**src/verilog/rv_macros.svh**
```systemverilog
`ifndef RV_MACROS_SVH
`define RV_MACROS_SVH

// Datapath and register file sizing
`define RV_XLEN       32
`define RV_REG_AW     5
`define RV_NREGS      32

// Data RAM, addressed by word
`define RV_DMEM_WORDS 64
`define RV_DMEM_AW    6

// Major opcodes of the kept instructions
`define RV_OP_RTYPE   7'b0110011
`define RV_OP_ITYPE   7'b0010011
`define RV_OP_LOAD    7'b0000011
`define RV_OP_STORE   7'b0100011

// funct3 of the kept ALU operations
`define RV_F3_ADD     3'b000
`define RV_F3_XOR     3'b100
`define RV_F3_OR      3'b110
`define RV_F3_AND     3'b111

// funct7 that turns ADD into SUB
`define RV_F7_SUB     7'b0100000

`endif

```
**src/verilog/rv_pkg.sv**
```systemverilog
`include "rv_macros.svh"

package rv_pkg;

  // ====================
  // Instruction word
  // ====================

  // One 32-bit word, read either as R-type or as I/S-type
  typedef union packed {
    // R view
    struct packed {
      logic [6:0]            funct7;
      logic [`RV_REG_AW-1:0] rs2;
      logic [`RV_REG_AW-1:0] rs1;
      logic [2:0]            funct3;
      logic [`RV_REG_AW-1:0] rd;
      logic [6:0]            opcode;
    } r;
    // I/S view, imm_hi is imm[11:5] and also funct7 for R-type
    struct packed {
      logic [6:0]            imm_hi;
      logic [`RV_REG_AW-1:0] rs2_or_imm_lo;
      logic [`RV_REG_AW-1:0] rs1;
      logic [2:0]            funct3;
      logic [`RV_REG_AW-1:0] rd_or_imm_lo;
      logic [6:0]            opcode;
    } is;
  } instr_u;

  // ====================
  // Control encodings
  // ====================

  // ALU operation, loads and stores use add for the address
  typedef enum logic [2:0] {
    ALU_ADD = 3'd0,
    ALU_SUB = 3'd1,
    ALU_AND = 3'd2,
    ALU_OR  = 3'd3,
    ALU_XOR = 3'd4
  } alu_op_e;

  // Source of an execute operand
  typedef enum logic [1:0] {
    FWD_REG = 2'd0,
    FWD_MEM = 2'd1,
    FWD_WB  = 2'd2
  } fwd_sel_e;

endpackage

```
**src/verilog/decode_stage.sv**
```systemverilog
`timescale 1ns/1ps
`include "rv_macros.svh"

module decode_stage (
  input  logic                  clk_i,
  input  logic                  rst_ni,
  input  logic                  instr_valid_i,
  input  logic [`RV_XLEN-1:0]   instr_i,
  input  logic                  stall_i,
  input  logic                  wb_valid_i,
  input  logic [`RV_REG_AW-1:0] wb_rd_i,
  input  logic [`RV_XLEN-1:0]   wb_data_i,
  output logic [`RV_REG_AW-1:0] de_rs1_o,
  output logic [`RV_REG_AW-1:0] de_rs2_o,
  output logic                  ex_valid_o,
  output logic [`RV_REG_AW-1:0] ex_rd_o,
  output logic [`RV_REG_AW-1:0] ex_rs1_o,
  output logic [`RV_REG_AW-1:0] ex_rs2_o,
  output logic [`RV_XLEN-1:0]   ex_rs1_data_o,
  output logic [`RV_XLEN-1:0]   ex_rs2_data_o,
  output logic [`RV_XLEN-1:0]   ex_imm_o,
  output rv_pkg::alu_op_e       ex_alu_op_o,
  output logic                  ex_use_imm_o,
  output logic                  ex_is_load_o,
  output logic                  ex_is_store_o,
  output logic                  ex_writes_rd_o
);

  logic                  de_valid_q;
  rv_pkg::instr_u        de_instr_q;

  logic                  dec_ok;
  logic                  dec_go;
  logic [`RV_REG_AW-1:0] dec_rs1;
  logic [`RV_REG_AW-1:0] dec_rs2;
  logic [`RV_XLEN-1:0]   dec_imm;
  rv_pkg::alu_op_e       dec_alu_op;
  logic                  dec_use_imm;
  logic                  dec_is_load;
  logic                  dec_is_store;

  logic [`RV_XLEN-1:0]   rf_q [`RV_NREGS];
  logic [`RV_XLEN-1:0]   rs1_data;
  logic [`RV_XLEN-1:0]   rs2_data;

  // ====================
  // Decode register
  // ====================

  // Holds while stalled, takes a bubble when nothing is offered
  always_ff @(posedge clk_i) begin
    if (!rst_ni) begin
      de_valid_q <= 1'b0;
    end else if (!stall_i) begin
      de_valid_q <= instr_valid_i;
    end
  end

  always_ff @(posedge clk_i) begin
    if (instr_valid_i && !stall_i) begin
      de_instr_q <= instr_i;
    end
  end

  // ====================
  // Instruction decoder
  // ====================

  always_comb begin
    dec_ok       = 1'b0;
    dec_rs1      = '0;
    dec_rs2      = '0;
    dec_alu_op   = rv_pkg::ALU_ADD;
    dec_use_imm  = 1'b0;
    dec_is_load  = 1'b0;
    dec_is_store = 1'b0;
    // I-type immediate by default
    dec_imm      = {{(`RV_XLEN-12){de_instr_q.is.imm_hi[6]}},
                    de_instr_q.is.imm_hi, de_instr_q.is.rs2_or_imm_lo};
    case (de_instr_q.r.opcode)
      `RV_OP_RTYPE: begin
        dec_rs1 = de_instr_q.r.rs1;
        dec_rs2 = de_instr_q.r.rs2;
        dec_ok  = 1'b1;
        case (de_instr_q.r.funct3)
          `RV_F3_ADD: begin
            dec_alu_op = (de_instr_q.r.funct7 == `RV_F7_SUB) ? rv_pkg::ALU_SUB
                                                              : rv_pkg::ALU_ADD;
          end
          `RV_F3_XOR: dec_alu_op = rv_pkg::ALU_XOR;
          `RV_F3_OR:  dec_alu_op = rv_pkg::ALU_OR;
          `RV_F3_AND: dec_alu_op = rv_pkg::ALU_AND;
          // Shifts and compares are not supported
          default:    dec_ok = 1'b0;
        endcase
      end
      `RV_OP_ITYPE: begin
        // Only ADDI among the immediate ops
        dec_rs1     = de_instr_q.is.rs1;
        dec_use_imm = 1'b1;
        dec_ok      = (de_instr_q.is.funct3 == `RV_F3_ADD);
      end
      `RV_OP_LOAD: begin
        dec_rs1     = de_instr_q.is.rs1;
        dec_use_imm = 1'b1;
        dec_is_load = 1'b1;
        dec_ok      = 1'b1;
      end
      `RV_OP_STORE: begin
        dec_rs1      = de_instr_q.is.rs1;
        dec_rs2      = de_instr_q.r.rs2;
        dec_use_imm  = 1'b1;
        dec_is_store = 1'b1;
        dec_ok       = 1'b1;
        // S-type splits the immediate around rs2/rs1
        dec_imm      = {{(`RV_XLEN-12){de_instr_q.is.imm_hi[6]}},
                        de_instr_q.is.imm_hi, de_instr_q.is.rd_or_imm_lo};
      end
      default: dec_ok = 1'b0;
    endcase
    // A bubble or an unknown word reads no register
    if (!de_valid_q || !dec_ok) begin
      dec_rs1 = '0;
      dec_rs2 = '0;
    end
  end

  assign dec_go   = de_valid_q && dec_ok && !stall_i;
  assign de_rs1_o = dec_rs1;
  assign de_rs2_o = dec_rs2;

  // ====================
  // Register file
  // ====================

  // x0 is never written, reads of x0 are forced to zero
  always_ff @(posedge clk_i) begin
    if (wb_valid_i && (wb_rd_i != '0)) begin
      rf_q[wb_rd_i] <= wb_data_i;
    end
  end

  // Write-through from the writeback port
  assign rs1_data = (dec_rs1 == '0) ? '0 :
                    (wb_valid_i && (wb_rd_i == dec_rs1)) ? wb_data_i : rf_q[dec_rs1];
  assign rs2_data = (dec_rs2 == '0) ? '0 :
                    (wb_valid_i && (wb_rd_i == dec_rs2)) ? wb_data_i : rf_q[dec_rs2];

  // ====================
  // Decode to execute
  // ====================

  // Control flags are cleared on a bubble
  always_ff @(posedge clk_i) begin
    if (!rst_ni) begin
      ex_valid_o     <= 1'b0;
      ex_is_load_o   <= 1'b0;
      ex_is_store_o  <= 1'b0;
      ex_writes_rd_o <= 1'b0;
    end else begin
      ex_valid_o     <= dec_go;
      ex_is_load_o   <= dec_go && dec_is_load;
      ex_is_store_o  <= dec_go && dec_is_store;
      ex_writes_rd_o <= dec_go && !dec_is_store;
    end
  end

  always_ff @(posedge clk_i) begin
    ex_rd_o       <= de_instr_q.r.rd;
    ex_rs1_o      <= dec_rs1;
    ex_rs2_o      <= dec_rs2;
    ex_rs1_data_o <= rs1_data;
    ex_rs2_data_o <= rs2_data;
    ex_imm_o      <= dec_imm;
    ex_alu_op_o   <= dec_alu_op;
    ex_use_imm_o  <= dec_use_imm;
  end

endmodule

```
**src/verilog/hazard_unit.sv**
```systemverilog
`timescale 1ns/1ps
`include "rv_macros.svh"

module hazard_unit (
  input  logic [`RV_REG_AW-1:0] de_rs1_i,
  input  logic [`RV_REG_AW-1:0] de_rs2_i,
  input  logic [`RV_REG_AW-1:0] ex_rs1_i,
  input  logic [`RV_REG_AW-1:0] ex_rs2_i,
  input  logic [`RV_REG_AW-1:0] ex_rd_i,
  input  logic                  ex_is_load_i,
  input  logic                  ex_valid_i,
  input  logic [`RV_REG_AW-1:0] me_rd_i,
  input  logic                  me_writes_rd_i,
  input  logic [`RV_REG_AW-1:0] wb_rd_i,
  input  logic                  wb_valid_i,
  output logic                  stall_o,
  output rv_pkg::fwd_sel_e      fwd_a_o,
  output rv_pkg::fwd_sel_e      fwd_b_o
);

  logic load_in_ex;

  // Youngest producer wins, x0 never forwards
  function automatic rv_pkg::fwd_sel_e pick_src(
    input logic [`RV_REG_AW-1:0] rs,
    input logic [`RV_REG_AW-1:0] me_rd,
    input logic                  me_writes,
    input logic [`RV_REG_AW-1:0] wb_rd,
    input logic                  wb_writes
  );
    rv_pkg::fwd_sel_e sel;
    sel = rv_pkg::FWD_REG;
    if (me_writes && (me_rd != '0) && (me_rd == rs)) begin
      sel = rv_pkg::FWD_MEM;
    end else if (wb_writes && (wb_rd != '0) && (wb_rd == rs)) begin
      sel = rv_pkg::FWD_WB;
    end
    return sel;
  endfunction

  // ====================
  // Load-use stall
  // ====================

  // Load data is only ready after memory, one bubble is needed
  assign load_in_ex = ex_valid_i && ex_is_load_i && (ex_rd_i != '0);
  assign stall_o    = load_in_ex && ((ex_rd_i == de_rs1_i) || (ex_rd_i == de_rs2_i));

  // ====================
  // Forward selection
  // ====================

  assign fwd_a_o = pick_src(ex_rs1_i, me_rd_i, me_writes_rd_i, wb_rd_i, wb_valid_i);
  assign fwd_b_o = pick_src(ex_rs2_i, me_rd_i, me_writes_rd_i, wb_rd_i, wb_valid_i);

endmodule

```
**src/verilog/execute_stage.sv**
```systemverilog
`timescale 1ns/1ps
`include "rv_macros.svh"

module execute_stage (
  input  logic                  clk_i,
  input  logic                  rst_ni,
  input  logic                  ex_valid_i,
  input  logic [`RV_REG_AW-1:0] ex_rd_i,
  input  logic [`RV_XLEN-1:0]   ex_rs1_data_i,
  input  logic [`RV_XLEN-1:0]   ex_rs2_data_i,
  input  logic [`RV_XLEN-1:0]   ex_imm_i,
  input  rv_pkg::alu_op_e       ex_alu_op_i,
  input  logic                  ex_use_imm_i,
  input  logic                  ex_is_load_i,
  input  logic                  ex_is_store_i,
  input  logic                  ex_writes_rd_i,
  input  rv_pkg::fwd_sel_e      fwd_a_i,
  input  rv_pkg::fwd_sel_e      fwd_b_i,
  input  logic [`RV_XLEN-1:0]   me_result_i,
  input  logic [`RV_XLEN-1:0]   wb_data_i,
  output logic                  me_valid_o,
  output logic [`RV_REG_AW-1:0] me_rd_o,
  output logic                  me_writes_rd_o,
  output logic                  me_is_load_o,
  output logic                  me_is_store_o,
  output logic [`RV_XLEN-1:0]   me_addr_o,
  output logic [`RV_XLEN-1:0]   me_store_data_o
);

  logic [`RV_XLEN-1:0] op_a;
  logic [`RV_XLEN-1:0] op_b_reg;
  logic [`RV_XLEN-1:0] op_b;
  logic [`RV_XLEN-1:0] alu_result;

  // Memory first, then writeback, then the value read in decode
  function automatic logic [`RV_XLEN-1:0] fwd_mux(
    input rv_pkg::fwd_sel_e    sel,
    input logic [`RV_XLEN-1:0] reg_val,
    input logic [`RV_XLEN-1:0] me_val,
    input logic [`RV_XLEN-1:0] wb_val
  );
    case (sel)
      rv_pkg::FWD_MEM: return me_val;
      rv_pkg::FWD_WB:  return wb_val;
      default:         return reg_val;
    endcase
  endfunction

  // ====================
  // Operands and ALU
  // ====================

  assign op_a     = fwd_mux(fwd_a_i, ex_rs1_data_i, me_result_i, wb_data_i);
  assign op_b_reg = fwd_mux(fwd_b_i, ex_rs2_data_i, me_result_i, wb_data_i);
  // Stores add the immediate, rs2 goes out as store data
  assign op_b     = ex_use_imm_i ? ex_imm_i : op_b_reg;

  always_comb begin
    case (ex_alu_op_i)
      rv_pkg::ALU_SUB: alu_result = op_a - op_b;
      rv_pkg::ALU_AND: alu_result = op_a & op_b;
      rv_pkg::ALU_OR:  alu_result = op_a | op_b;
      rv_pkg::ALU_XOR: alu_result = op_a ^ op_b;
      default:         alu_result = op_a + op_b;
    endcase
  end

  // ====================
  // Execute to memory
  // ====================

  always_ff @(posedge clk_i) begin
    if (!rst_ni) begin
      me_valid_o     <= 1'b0;
      me_writes_rd_o <= 1'b0;
      me_is_load_o   <= 1'b0;
      me_is_store_o  <= 1'b0;
    end else begin
      me_valid_o     <= ex_valid_i;
      me_writes_rd_o <= ex_writes_rd_i;
      me_is_load_o   <= ex_is_load_i;
      me_is_store_o  <= ex_is_store_i;
    end
  end

  // Result doubles as the memory address
  always_ff @(posedge clk_i) begin
    me_rd_o         <= ex_rd_i;
    me_addr_o       <= alu_result;
    me_store_data_o <= op_b_reg;
  end

endmodule

```
**src/verilog/memory_stage.sv**
```systemverilog
`timescale 1ns/1ps
`include "rv_macros.svh"

module memory_stage (
  input  logic                  clk_i,
  input  logic                  rst_ni,
  input  logic                  me_valid_i,
  input  logic [`RV_REG_AW-1:0] me_rd_i,
  input  logic                  me_writes_rd_i,
  input  logic                  me_is_load_i,
  input  logic                  me_is_store_i,
  input  logic [`RV_XLEN-1:0]   me_addr_i,
  input  logic [`RV_XLEN-1:0]   me_store_data_i,
  output logic                  wb_valid_o,
  output logic [`RV_REG_AW-1:0] wb_rd_o,
  output logic [`RV_XLEN-1:0]   wb_data_o
);

  logic [`RV_XLEN-1:0]    dmem_q [`RV_DMEM_WORDS];
  logic [`RV_DMEM_AW-1:0] word_addr;
  logic [`RV_XLEN-1:0]    load_data;
  logic [`RV_XLEN-1:0]    result;
  logic                   retire_wr;

  // Byte offset bits are dropped, only word accesses exist
  assign word_addr = me_addr_i[`RV_DMEM_AW+1:2];

  // ====================
  // Data RAM
  // ====================

  // Store commits on the edge that moves it out of memory
  always_ff @(posedge clk_i) begin
    if (me_valid_i && me_is_store_i) begin
      dmem_q[word_addr] <= me_store_data_i;
    end
  end

  // Asynchronous read
  assign load_data = dmem_q[word_addr];
  assign result    = me_is_load_i ? load_data : me_addr_i;

  // Stores and x0 targets retire silently
  assign retire_wr = me_valid_i && me_writes_rd_i && (me_rd_i != '0);

  // ====================
  // Memory to writeback
  // ====================

  always_ff @(posedge clk_i) begin
    if (!rst_ni) begin
      wb_valid_o <= 1'b0;
    end else begin
      wb_valid_o <= retire_wr;
    end
  end

  always_ff @(posedge clk_i) begin
    wb_rd_o   <= me_rd_i;
    wb_data_o <= result;
  end

endmodule

```
**src/verilog/rv_core.sv**
```systemverilog
`timescale 1ns/1ps
`include "rv_macros.svh"

module rv_core (
  input  logic                  clk_i,
  input  logic                  rst_ni,
  input  logic                  instr_valid_i,
  input  logic [`RV_XLEN-1:0]   instr_i,
  output logic                  stall_o,
  output logic                  wb_valid_o,
  output logic [`RV_REG_AW-1:0] wb_rd_o,
  output logic [`RV_XLEN-1:0]   wb_data_o
);

  // Decode outputs
  logic [`RV_REG_AW-1:0] de_rs1;
  logic [`RV_REG_AW-1:0] de_rs2;

  // ====================
  // Execute inputs
  // ====================
  logic                  ex_valid;
  logic [`RV_REG_AW-1:0] ex_rd;
  logic [`RV_REG_AW-1:0] ex_rs1;
  logic [`RV_REG_AW-1:0] ex_rs2;
  logic [`RV_XLEN-1:0]   ex_rs1_data;
  logic [`RV_XLEN-1:0]   ex_rs2_data;
  logic [`RV_XLEN-1:0]   ex_imm;
  rv_pkg::alu_op_e       ex_alu_op;
  logic                  ex_use_imm;
  logic                  ex_is_load;
  logic                  ex_is_store;
  logic                  ex_writes_rd;
  rv_pkg::fwd_sel_e      fwd_a;
  rv_pkg::fwd_sel_e      fwd_b;

  // ====================
  // Memory inputs
  // ====================
  logic                  me_valid;
  logic [`RV_REG_AW-1:0] me_rd;
  logic                  me_writes_rd;
  logic                  me_is_load;
  logic                  me_is_store;
  logic [`RV_XLEN-1:0]   me_addr;
  logic [`RV_XLEN-1:0]   me_store_data;

  decode_stage i_decode_stage (
    .clk_i          (clk_i),
    .rst_ni         (rst_ni),
    .instr_valid_i  (instr_valid_i),
    .instr_i        (instr_i),
    .stall_i        (stall_o),
    .wb_valid_i     (wb_valid_o),
    .wb_rd_i        (wb_rd_o),
    .wb_data_i      (wb_data_o),
    .de_rs1_o       (de_rs1),
    .de_rs2_o       (de_rs2),
    .ex_valid_o     (ex_valid),
    .ex_rd_o        (ex_rd),
    .ex_rs1_o       (ex_rs1),
    .ex_rs2_o       (ex_rs2),
    .ex_rs1_data_o  (ex_rs1_data),
    .ex_rs2_data_o  (ex_rs2_data),
    .ex_imm_o       (ex_imm),
    .ex_alu_op_o    (ex_alu_op),
    .ex_use_imm_o   (ex_use_imm),
    .ex_is_load_o   (ex_is_load),
    .ex_is_store_o  (ex_is_store),
    .ex_writes_rd_o (ex_writes_rd)
  );

  // Stall and forward selects come from registered stage state only
  hazard_unit i_hazard_unit (
    .de_rs1_i       (de_rs1),
    .de_rs2_i       (de_rs2),
    .ex_rs1_i       (ex_rs1),
    .ex_rs2_i       (ex_rs2),
    .ex_rd_i        (ex_rd),
    .ex_is_load_i   (ex_is_load),
    .ex_valid_i     (ex_valid),
    .me_rd_i        (me_rd),
    .me_writes_rd_i (me_writes_rd),
    .wb_rd_i        (wb_rd_o),
    .wb_valid_i     (wb_valid_o),
    .stall_o        (stall_o),
    .fwd_a_o        (fwd_a),
    .fwd_b_o        (fwd_b)
  );

  // ALU result in memory feeds back as the memory forward path
  execute_stage i_execute_stage (
    .clk_i           (clk_i),
    .rst_ni          (rst_ni),
    .ex_valid_i      (ex_valid),
    .ex_rd_i         (ex_rd),
    .ex_rs1_data_i   (ex_rs1_data),
    .ex_rs2_data_i   (ex_rs2_data),
    .ex_imm_i        (ex_imm),
    .ex_alu_op_i     (ex_alu_op),
    .ex_use_imm_i    (ex_use_imm),
    .ex_is_load_i    (ex_is_load),
    .ex_is_store_i   (ex_is_store),
    .ex_writes_rd_i  (ex_writes_rd),
    .fwd_a_i         (fwd_a),
    .fwd_b_i         (fwd_b),
    .me_result_i     (me_addr),
    .wb_data_i       (wb_data_o),
    .me_valid_o      (me_valid),
    .me_rd_o         (me_rd),
    .me_writes_rd_o  (me_writes_rd),
    .me_is_load_o    (me_is_load),
    .me_is_store_o   (me_is_store),
    .me_addr_o       (me_addr),
    .me_store_data_o (me_store_data)
  );

  memory_stage i_memory_stage (
    .clk_i           (clk_i),
    .rst_ni          (rst_ni),
    .me_valid_i      (me_valid),
    .me_rd_i         (me_rd),
    .me_writes_rd_i  (me_writes_rd),
    .me_is_load_i    (me_is_load),
    .me_is_store_i   (me_is_store),
    .me_addr_i       (me_addr),
    .me_store_data_i (me_store_data),
    .wb_valid_o      (wb_valid_o),
    .wb_rd_o         (wb_rd_o),
    .wb_data_o       (wb_data_o)
  );

endmodule

```
**config.mk**
```make
export PLATFORM = sky130hd
export DESIGN_NAME = rv_core
export DESIGN_NICKNAME = d
export VERILOG_FILES = /design/src/verilog/rv_pkg.sv /design/src/verilog/decode_stage.sv /design/src/verilog/hazard_unit.sv /design/src/verilog/execute_stage.sv /design/src/verilog/memory_stage.sv /design/src/verilog/rv_core.sv
export VERILOG_INCLUDE_DIRS = /design/src /design/src/verilog
export SDC_FILE = /design/constraint.sdc
export NUM_CORES = 2
export LEC_CHECK = 0
export ABC_AREA = 1
export BUFFER_PORTS_ARGS = -buffer_cell sky130_fd_sc_hd__buf_4
export CAP_MARGIN = 20
export CORE_MARGIN = 1.5
export CORE_UTILIZATION = 45
export DETAILED_ROUTE_END_ITERATION = 6
export SLEW_MARGIN = 20
export SYNTH_ARGS = -nofsm -noshare
export SYNTH_HDL_FRONTEND = slang
export SYNTH_SLANG_ARGS = --single-unit
```
**constraint.sdc**
```tcl
create_clock -name clk_i -period 4.6 [get_ports clk_i]
set_clock_uncertainty 0.05 [all_clocks]
set_input_delay 0.46 -clock clk_i [delete_from_list [all_inputs] [get_ports clk_i]]
set_output_delay 0.46 -clock clk_i [all_outputs]
set_load 0.02 [all_outputs]
```
---- Word-level counts from Yosys, hierarchy flattened ----
Memory sizes are Yosys's and may differ from the RTL's. A register that Yosys moved wholly into a read port is not among the register bits.
Cells that the tools add are included.
storage, ports and cells
  flip-flop bits (word level) ............. 179
  RAM bits ................................ 3072
  input bits .............................. 35
  output and inout bits ................... 39
  word-level logic and storage cells ...... 111
  memories ................................ 2
operators by class
  add/subtract/negate cells ............... 2
  equal/unequal tests ..................... 22
  muxes and demuxes ....................... 25
  bitwise logic cells ..................... 3
  reduce and logical (&&, ||, !) cells .... 35
memory list
  name                   depth  width  rd ports  clocked after memory_dff  wr ports  RTL line            RTL
  i_memory_stage.dmem_q  64     32     1         1                         1         memory_stage.sv:19  logic [`RV_XLEN-1:0] dmem_q [`RV_DMEM_WORDS];
  i_decode_stage.rf_q    32     32     2         2                         1         decode_stage.sv:42  logic [`RV_XLEN-1:0] rf_q [`RV_NREGS];
operators by type and width
  operator              number
  $pmux W32 S2          2
  $pmux W32 S4          1
  $mux W32              2
  $add A32 B32 Y32      1
  $and A32 B32 Y32      1
  $or A32 B32 Y32       1
  $sub A32 B32 Y32      1
  $xor A32 B32 Y32      1
  $eq A5 B5 Y1          6
  $mux W5               5
  $eq A7 B6 Y1 const B  3
  $logic_and A1 B1 Y1   18
  $reduce_bool A5 Y1    3
  $eq A3 B3 Y1 const B  4
  $pmux W3 S4           1
  $logic_not A5 Y1      2
  $mux W1               9
  $mux W2               4
  $reduce_or A4 Y1      2
  $eq A7 B2 Y1 const B  1
  $eq A7 B5 Y1 const B  1
  $eq A3 B2 Y1 const B  2
  $eq A2 B1 Y1 const B  2
  $eq A2 B2 Y1 const B  2
  7 further kinds       12

---- Logic depth before layout (Yosys ltp) ----
  depth in word-level cells ............... 13
  gate-level depth with buffers ........... 37
  mapped depth without buffers ............ 35

---- Modules after synthesis ----
From an unflattened synthesis, not the netlist that was laid out.
second synthesis, totals
  cells, all modules ...................... 17125
  area total of the unflattened synthesis .. 156451.3 µm²
modules (own cells, without submodules)
  module         instances  cells each  area an instance (µm²)  seq. area each (µm²)
  memory_stage   1          8550        87063.5                 62259.7
  decode_stage   1          7225        60835.8                 33712.3
  execute_stage  1          1225        7997.7                  1461.4
  hazard_unit    1          125         554.3                   0.0

---- Worst setup path before layout ----
OpenSTA, ideal clock, no wires.
  kind .................................... reg2reg
  start point ............................. register i_execute_stage.me_addr_o[5]
  end point ............................... memory i_memory_stage.dmem_q[32][0] in the netlist's numbering (enable)
  setup time .............................. 0.502 ns
  data arrival time ....................... 4.374 ns
  required time ........................... 4.048 ns
  path slack .............................. -0.325 ns
  stages on the path, launching flop included .. 6
  path buffers ............................ 2
  clock period less this slack ............ 4.925 ns
  cell sequence ........................... dfxtp_1 -> clkbuf_1 -> nor3_1 -> clkbuf_1 -> nand2_1 -> nor4_1
RTL lines
  what                    RTL line             RTL
  start, declared         execute_stage.sv:26  output logic [`RV_XLEN-1:0] me_addr_o,
  start signal, assigned  execute_stage.sv:89  me_addr_o <= alu_result;
  end, declared           memory_stage.sv:19
No word-level cell before the write port.

---- Final worst setup path ----
  start point ............................. register i_decode_stage.ex_rs2_o[0]
  end point ............................... register i_execute_stage.me_addr_o[28]
on the way
  longest elaborated chain between the ends .. 9
  elaborated cells on any way between the ends .. 16
  those cells by class .................... add/sub: 2; eq/ne: 4; mux: 5; bitwise: 3; reduce/logical: 2
ends and longest elaborated chain
  what                                                 RTL line             RTL
  start, declared                                      decode_stage.sv:18   output logic [`RV_REG_AW-1:0] ex_rs2_o,
  start signal, assigned                               decode_stage.sv:171  ex_rs2_o <= dec_rs2;
  $eq A5 B5 Y1                                         hazard_unit.sv:35    end else if (wb_writes && (wb_rd != '0) && (wb_rd == rs)) begin
  $logic_and A1 B1 Y1                                  hazard_unit.sv:35
  $mux W2                                              hazard_unit.sv:35
  $mux W2 (*)                                          hazard_unit.sv:33    if (me_writes && (me_rd != '0) && (me_rd == rs)) begin
  $eq A2 B2 Y1 / $eq A2 B1 Y1 (equally long branches)  execute_stage.sv:42  case (sel)
  $pmux W32 S2 (*)                                     execute_stage.sv:42
  $mux W32 (*)                                         execute_stage.sv:56  assign op_b = ex_use_imm_i ? ex_imm_i : op_b_reg;
  $add A32 B32 Y32, or another cell as far along       execute_stage.sv:64  default: alu_result = op_a + op_b;
  $pmux W32 S4 (*)                                     execute_stage.sv:59  case (ex_alu_op_i)
  named net i_execute_stage.alu_result[28]             execute_stage.sv:33  logic [`RV_XLEN-1:0] alu_result;
The timed path passes the listed nets; every way through them passes the cells marked *.
A chain may end at the register's enable or synchronous reset.

==> results_dict.tcl <==
set metrics [dict create \
    status "completed" \
    power_density_nw_per_um2 448 \
    synth_edf_count 3104 \
    ys_ff_latch 3315 \
    synth_top_area_share_pct 67.3 \
    overflow 0 \
    grt_pass1_vias 95115 \
    relSlewSlack_pct 21.6 \
    synth_flop_cell "edfxtp_1" \
    power_leakage_nw 57.0 \
    track_usage_pct 31.0 \
    antenna_left 0 \
    post_drt_wl_per_cell_microns 30.7 \
    grt_pass1_wl_microns 695000 \
    nNetsFinal 11719 \
    synth_most_common_cell "edfxtp_1" \
    critPathLaunchType "flop" \
    maxCapViolCount 0 \
    antenna_found_initial 19 \
    arrival_ns 5.25 \
    yosysSeqAreaShare_pct 70.3 \
    critPathKind "reg2reg" \
    die_w_microns 558 \
    clk_path_buf_depth 4 \
    drive_above_1_share_pct 14.4 \
    num_io_pins 74 \
    tightestPinTransition_ns 1.18 \
    start_util_pct 45.3 \
    hpwl_microns 284000 \
    critical_path.reg2reg.endpoint "i_execute_stage.me_addr_o[28]$_DFF_P_" \
    finalWirelength_microns 490000 \
    synthDistinctLibCells 63 \
    crit_fanout 5 \
    drc_errors 0 \
    die_area_sq_um 311000 \
    timing.rr.start "i_decode_stage.ex_rs2_o[0]$_DFF_P_" \
    post_drt_via_cell_ratio 6.22 \
    fp.dieH_microns 558 \
    critical_path.endpoint "i_execute_stage.me_addr_o[28]$_DFF_P_" \
    postSynthAreaPerCell_sq_um 12.5 \
    p_total_mw 72.3 \
    peakVddDrop_mv 0.413 \
    postSynth.asyncResetShare_pct 0 \
    fillCellCount 25568 \
    port_buffers 73 \
    fmax_mhz 225 \
    final-seq-area_sq_um 97500 \
    finalHoldViolCount 0 \
    clk_pin_slew_ns 0.06 \
    critPathCaptureType "flop" \
    syn_area_sq_um 139000 \
    drv_slew 0 \
    synth_top_area_cell "edfxtp_1" \
    reg2reg_depth 30 \
    synthCells 11095 \
    gp_congestion 0.914 \
    synthTopCellsByArea "edfxtp_1 (67%), nand2_1 (5.9%), o211ai_1 (4.0%)" \
    grt_max_degree 216 \
    hp-class "in2reg" \
    multi_input_area_sq_um 36600 \
    rows 203 \
    slowest_stage "dfxtp_2" \
    placed_cell_area_sq_um 149000 \
    synth.cells.most_frequent "edfxtp_1 (3104), nand2_1 (2183), nand3_1 (1053)" \
    clk_latency_ns 0.99 \
    cpPeakStageDelay_ns 0.34 \
    r2r_slack_ns 0.16 \
    dr.pass1.iters 6 \
    min_period_ns 4.44 \
    drt_iter0_markers 12997 \
    root_buffer "clkbuf_16" \
    timing.final.crit_share_pct 96.6 \
    cts_tree "done" \
    grt_setup_unrepaired "yes" \
    clock_sinks 3315 \
    crit_path_frequent_cell "nand2_1" \
    postLayoutCellArea_sq_um 161000 \
    ys_warn_count 0 \
    h-tree-depth 5 \
    crit_path_start "i_decode_stage.ex_rs2_o[0]$_DFF_P_" \
    coreArea_sq_um 306000 \
    syn_to_final_growth_pct 16.3 \
    setup_viol 0 \
    worst-endpoint-required_ns 5.41 \
    vias 99320 \
    cts_buffers 349 \
]
[cell type report]
type	count	area share [%]
clock inverter	201	1.19
clock buffer	432	5.69
tap	4100	3.18
multi-input combinational	6313	22.7
inverter	748	1.78
timing repair buffer	858	4.91
sequential	3315	60.5
antenna	7	0.0109
[per-stage QoR]
stage	hold slack [ns]	std cells	setup TNS (ns)	util, %	worst slack, ns
2_1_floorplan	0.290	11126	-20.81	-	-0.325
5_1_grt	0.119	15968	-0.192	52.6	-0.0537
3_5_place_dp	0.313	15271	-4.76	48.7	-0.432
4_1_cts	0.102	15943	0	52.5	0.00101
6_report	0.139	15974	0	52.7	0.156
3_3_place_gp	0.325	15271	-4.52	48.7	-0.444
[worst max-delay path: cells and delay by family (launching register included)]
family	cells	cell delay, ns
AND/OR/NAND/NOR	17	1.92
AO/OA/AOI/OAI	4	0.68
adder cells (fa/ha/maj)	2	0.52
buffers and inverters	5	0.49
flip-flops	1	0.34
XOR/XNOR	2	0.34
[state kept, by name, summed over array words and instances (netlist names), 12 cells and up]
register and cells:
i_execute_stage.me_store_data_o 32, i_memory_stage.dmem_q 2048, i_decode_stage.de_instr_q 32, i_decode_stage.ex_imm_o 12
i_decode_stage.ex_rs1_data_o 32, i_execute_stage.me_addr_o 32, i_memory_stage.wb_data_o 32, i_decode_stage.ex_rs2_data_o 32
i_decode_stage.rf_q 1024
[worst min-delay path by stage]
stage,from,end,slack [ns],depth (start not counted)
after floorplan,i_decode_stage.de_instr_q[30]$_DFFE_PP_,i_decode_stage.ex_imm_o[10]$_DFF_P_,0.29,0
after global placement,i_decode_stage.ex_rd_o[3]$_DFF_P_,i_execute_stage.me_rd_o[3]$_DFF_P_,0.33,0
after detailed placement,i_decode_stage.de_instr_q[7]$_DFFE_PP_,i_decode_stage.ex_rd_o[0]$_DFF_P_,0.31,0
after CTS,instr_i[31],i_decode_stage.de_instr_q[31]$_DFFE_PP_,0.10,2
after global routing,instr_i[28],i_decode_stage.de_instr_q[28]$_DFFE_PP_,0.12,2
final,instr_i[28],i_decode_stage.de_instr_q[28]$_DFFE_PP_,0.14,2
[layer usage]
metal  global-route usage, %  share of wire (%)  up-vias
met3                    5.65                 10     1311
met5                       0             0.0098        -
li1                        -                  -    42587
met2                    49.4                 46     5734
met1                    40.8                 38    49680
met4                    15.1                5.6        8
[layout by cell type, fill, tap and decap left out, types with 39 or more instances in the layout]
master / netlist / final
nand3_1: 1053 / 1036
nand2_1: 2183 / 2156
edfxtp_1: 3104 / 3104
or2_2: 79 / 79
nand4_1: 236 / 236
clkbuf_16: 0 / 352
clkinv_2: 1 / 73
clkinv_1: 7 / 77
a22o_1: 182 / 182
buf_12: 0 / 106
xor2_1: 60 / 60
o211ai_1: 745 / 745
o221ai_1: 142 / 141
buf_4: 20 / 707
ha_1: 98 / 93
nor2_4: 3 / 105
o21ai_0: 155 / 148
nor2_1: 243 / 125
a221oi_1: 282 / 279
o21ai_1: 56 / 62
dfxtp_1: 211 / 171
dfxtp_2: 0 / 39
inv_1: 722 / 710
clkbuf_1: 468 / 73
a21oi_1: 275 / 261
a22oi_1: 329 / 329
[report_power, final]
part / leakage [nW] / internal [mW] / switching [mW] / total (mW)
Clock: 5.45 / 15.8 / 12.1 / 27.8
Combinational: 22.2 / 2.86 / 7.15 / 10.0
Sequential: 29.3 / 33.9 / 0.520 / 34.4
[kinds of logic (layout without fill, tap and decap cells)]
| group | count (synthesis) | after routing | synth area share (%) |
|---|---|---|---|
| other | 1 | 39 | 0.00271 |
| AO/OA/AOI/OAI | 2247 | 2247 | 11.9 |
| flip-flops | 3315 | 3315 | 70.3 |
| adder cells (fa/ha/maj) | 99 | 99 | 0.899 |
| AND/OR/NAND/NOR | 3863 | 3864 | 12.2 |
| buffers and inverters | 1499 | 2239 | 4.28 |
| XOR/XNOR | 71 | 71 | 0.449 |
[timing repair]
action,4_1_cts,5_1_grt
cloned,1,1
endpoints found under the setup margin,19,21
gates resized for setup,22,118
buffers inserted,4,23
pin swaps,6,53
hold buffers,34,0
hold endpoints to repair,56,0
Note: power is estimated with default switching activity, not from simulation.
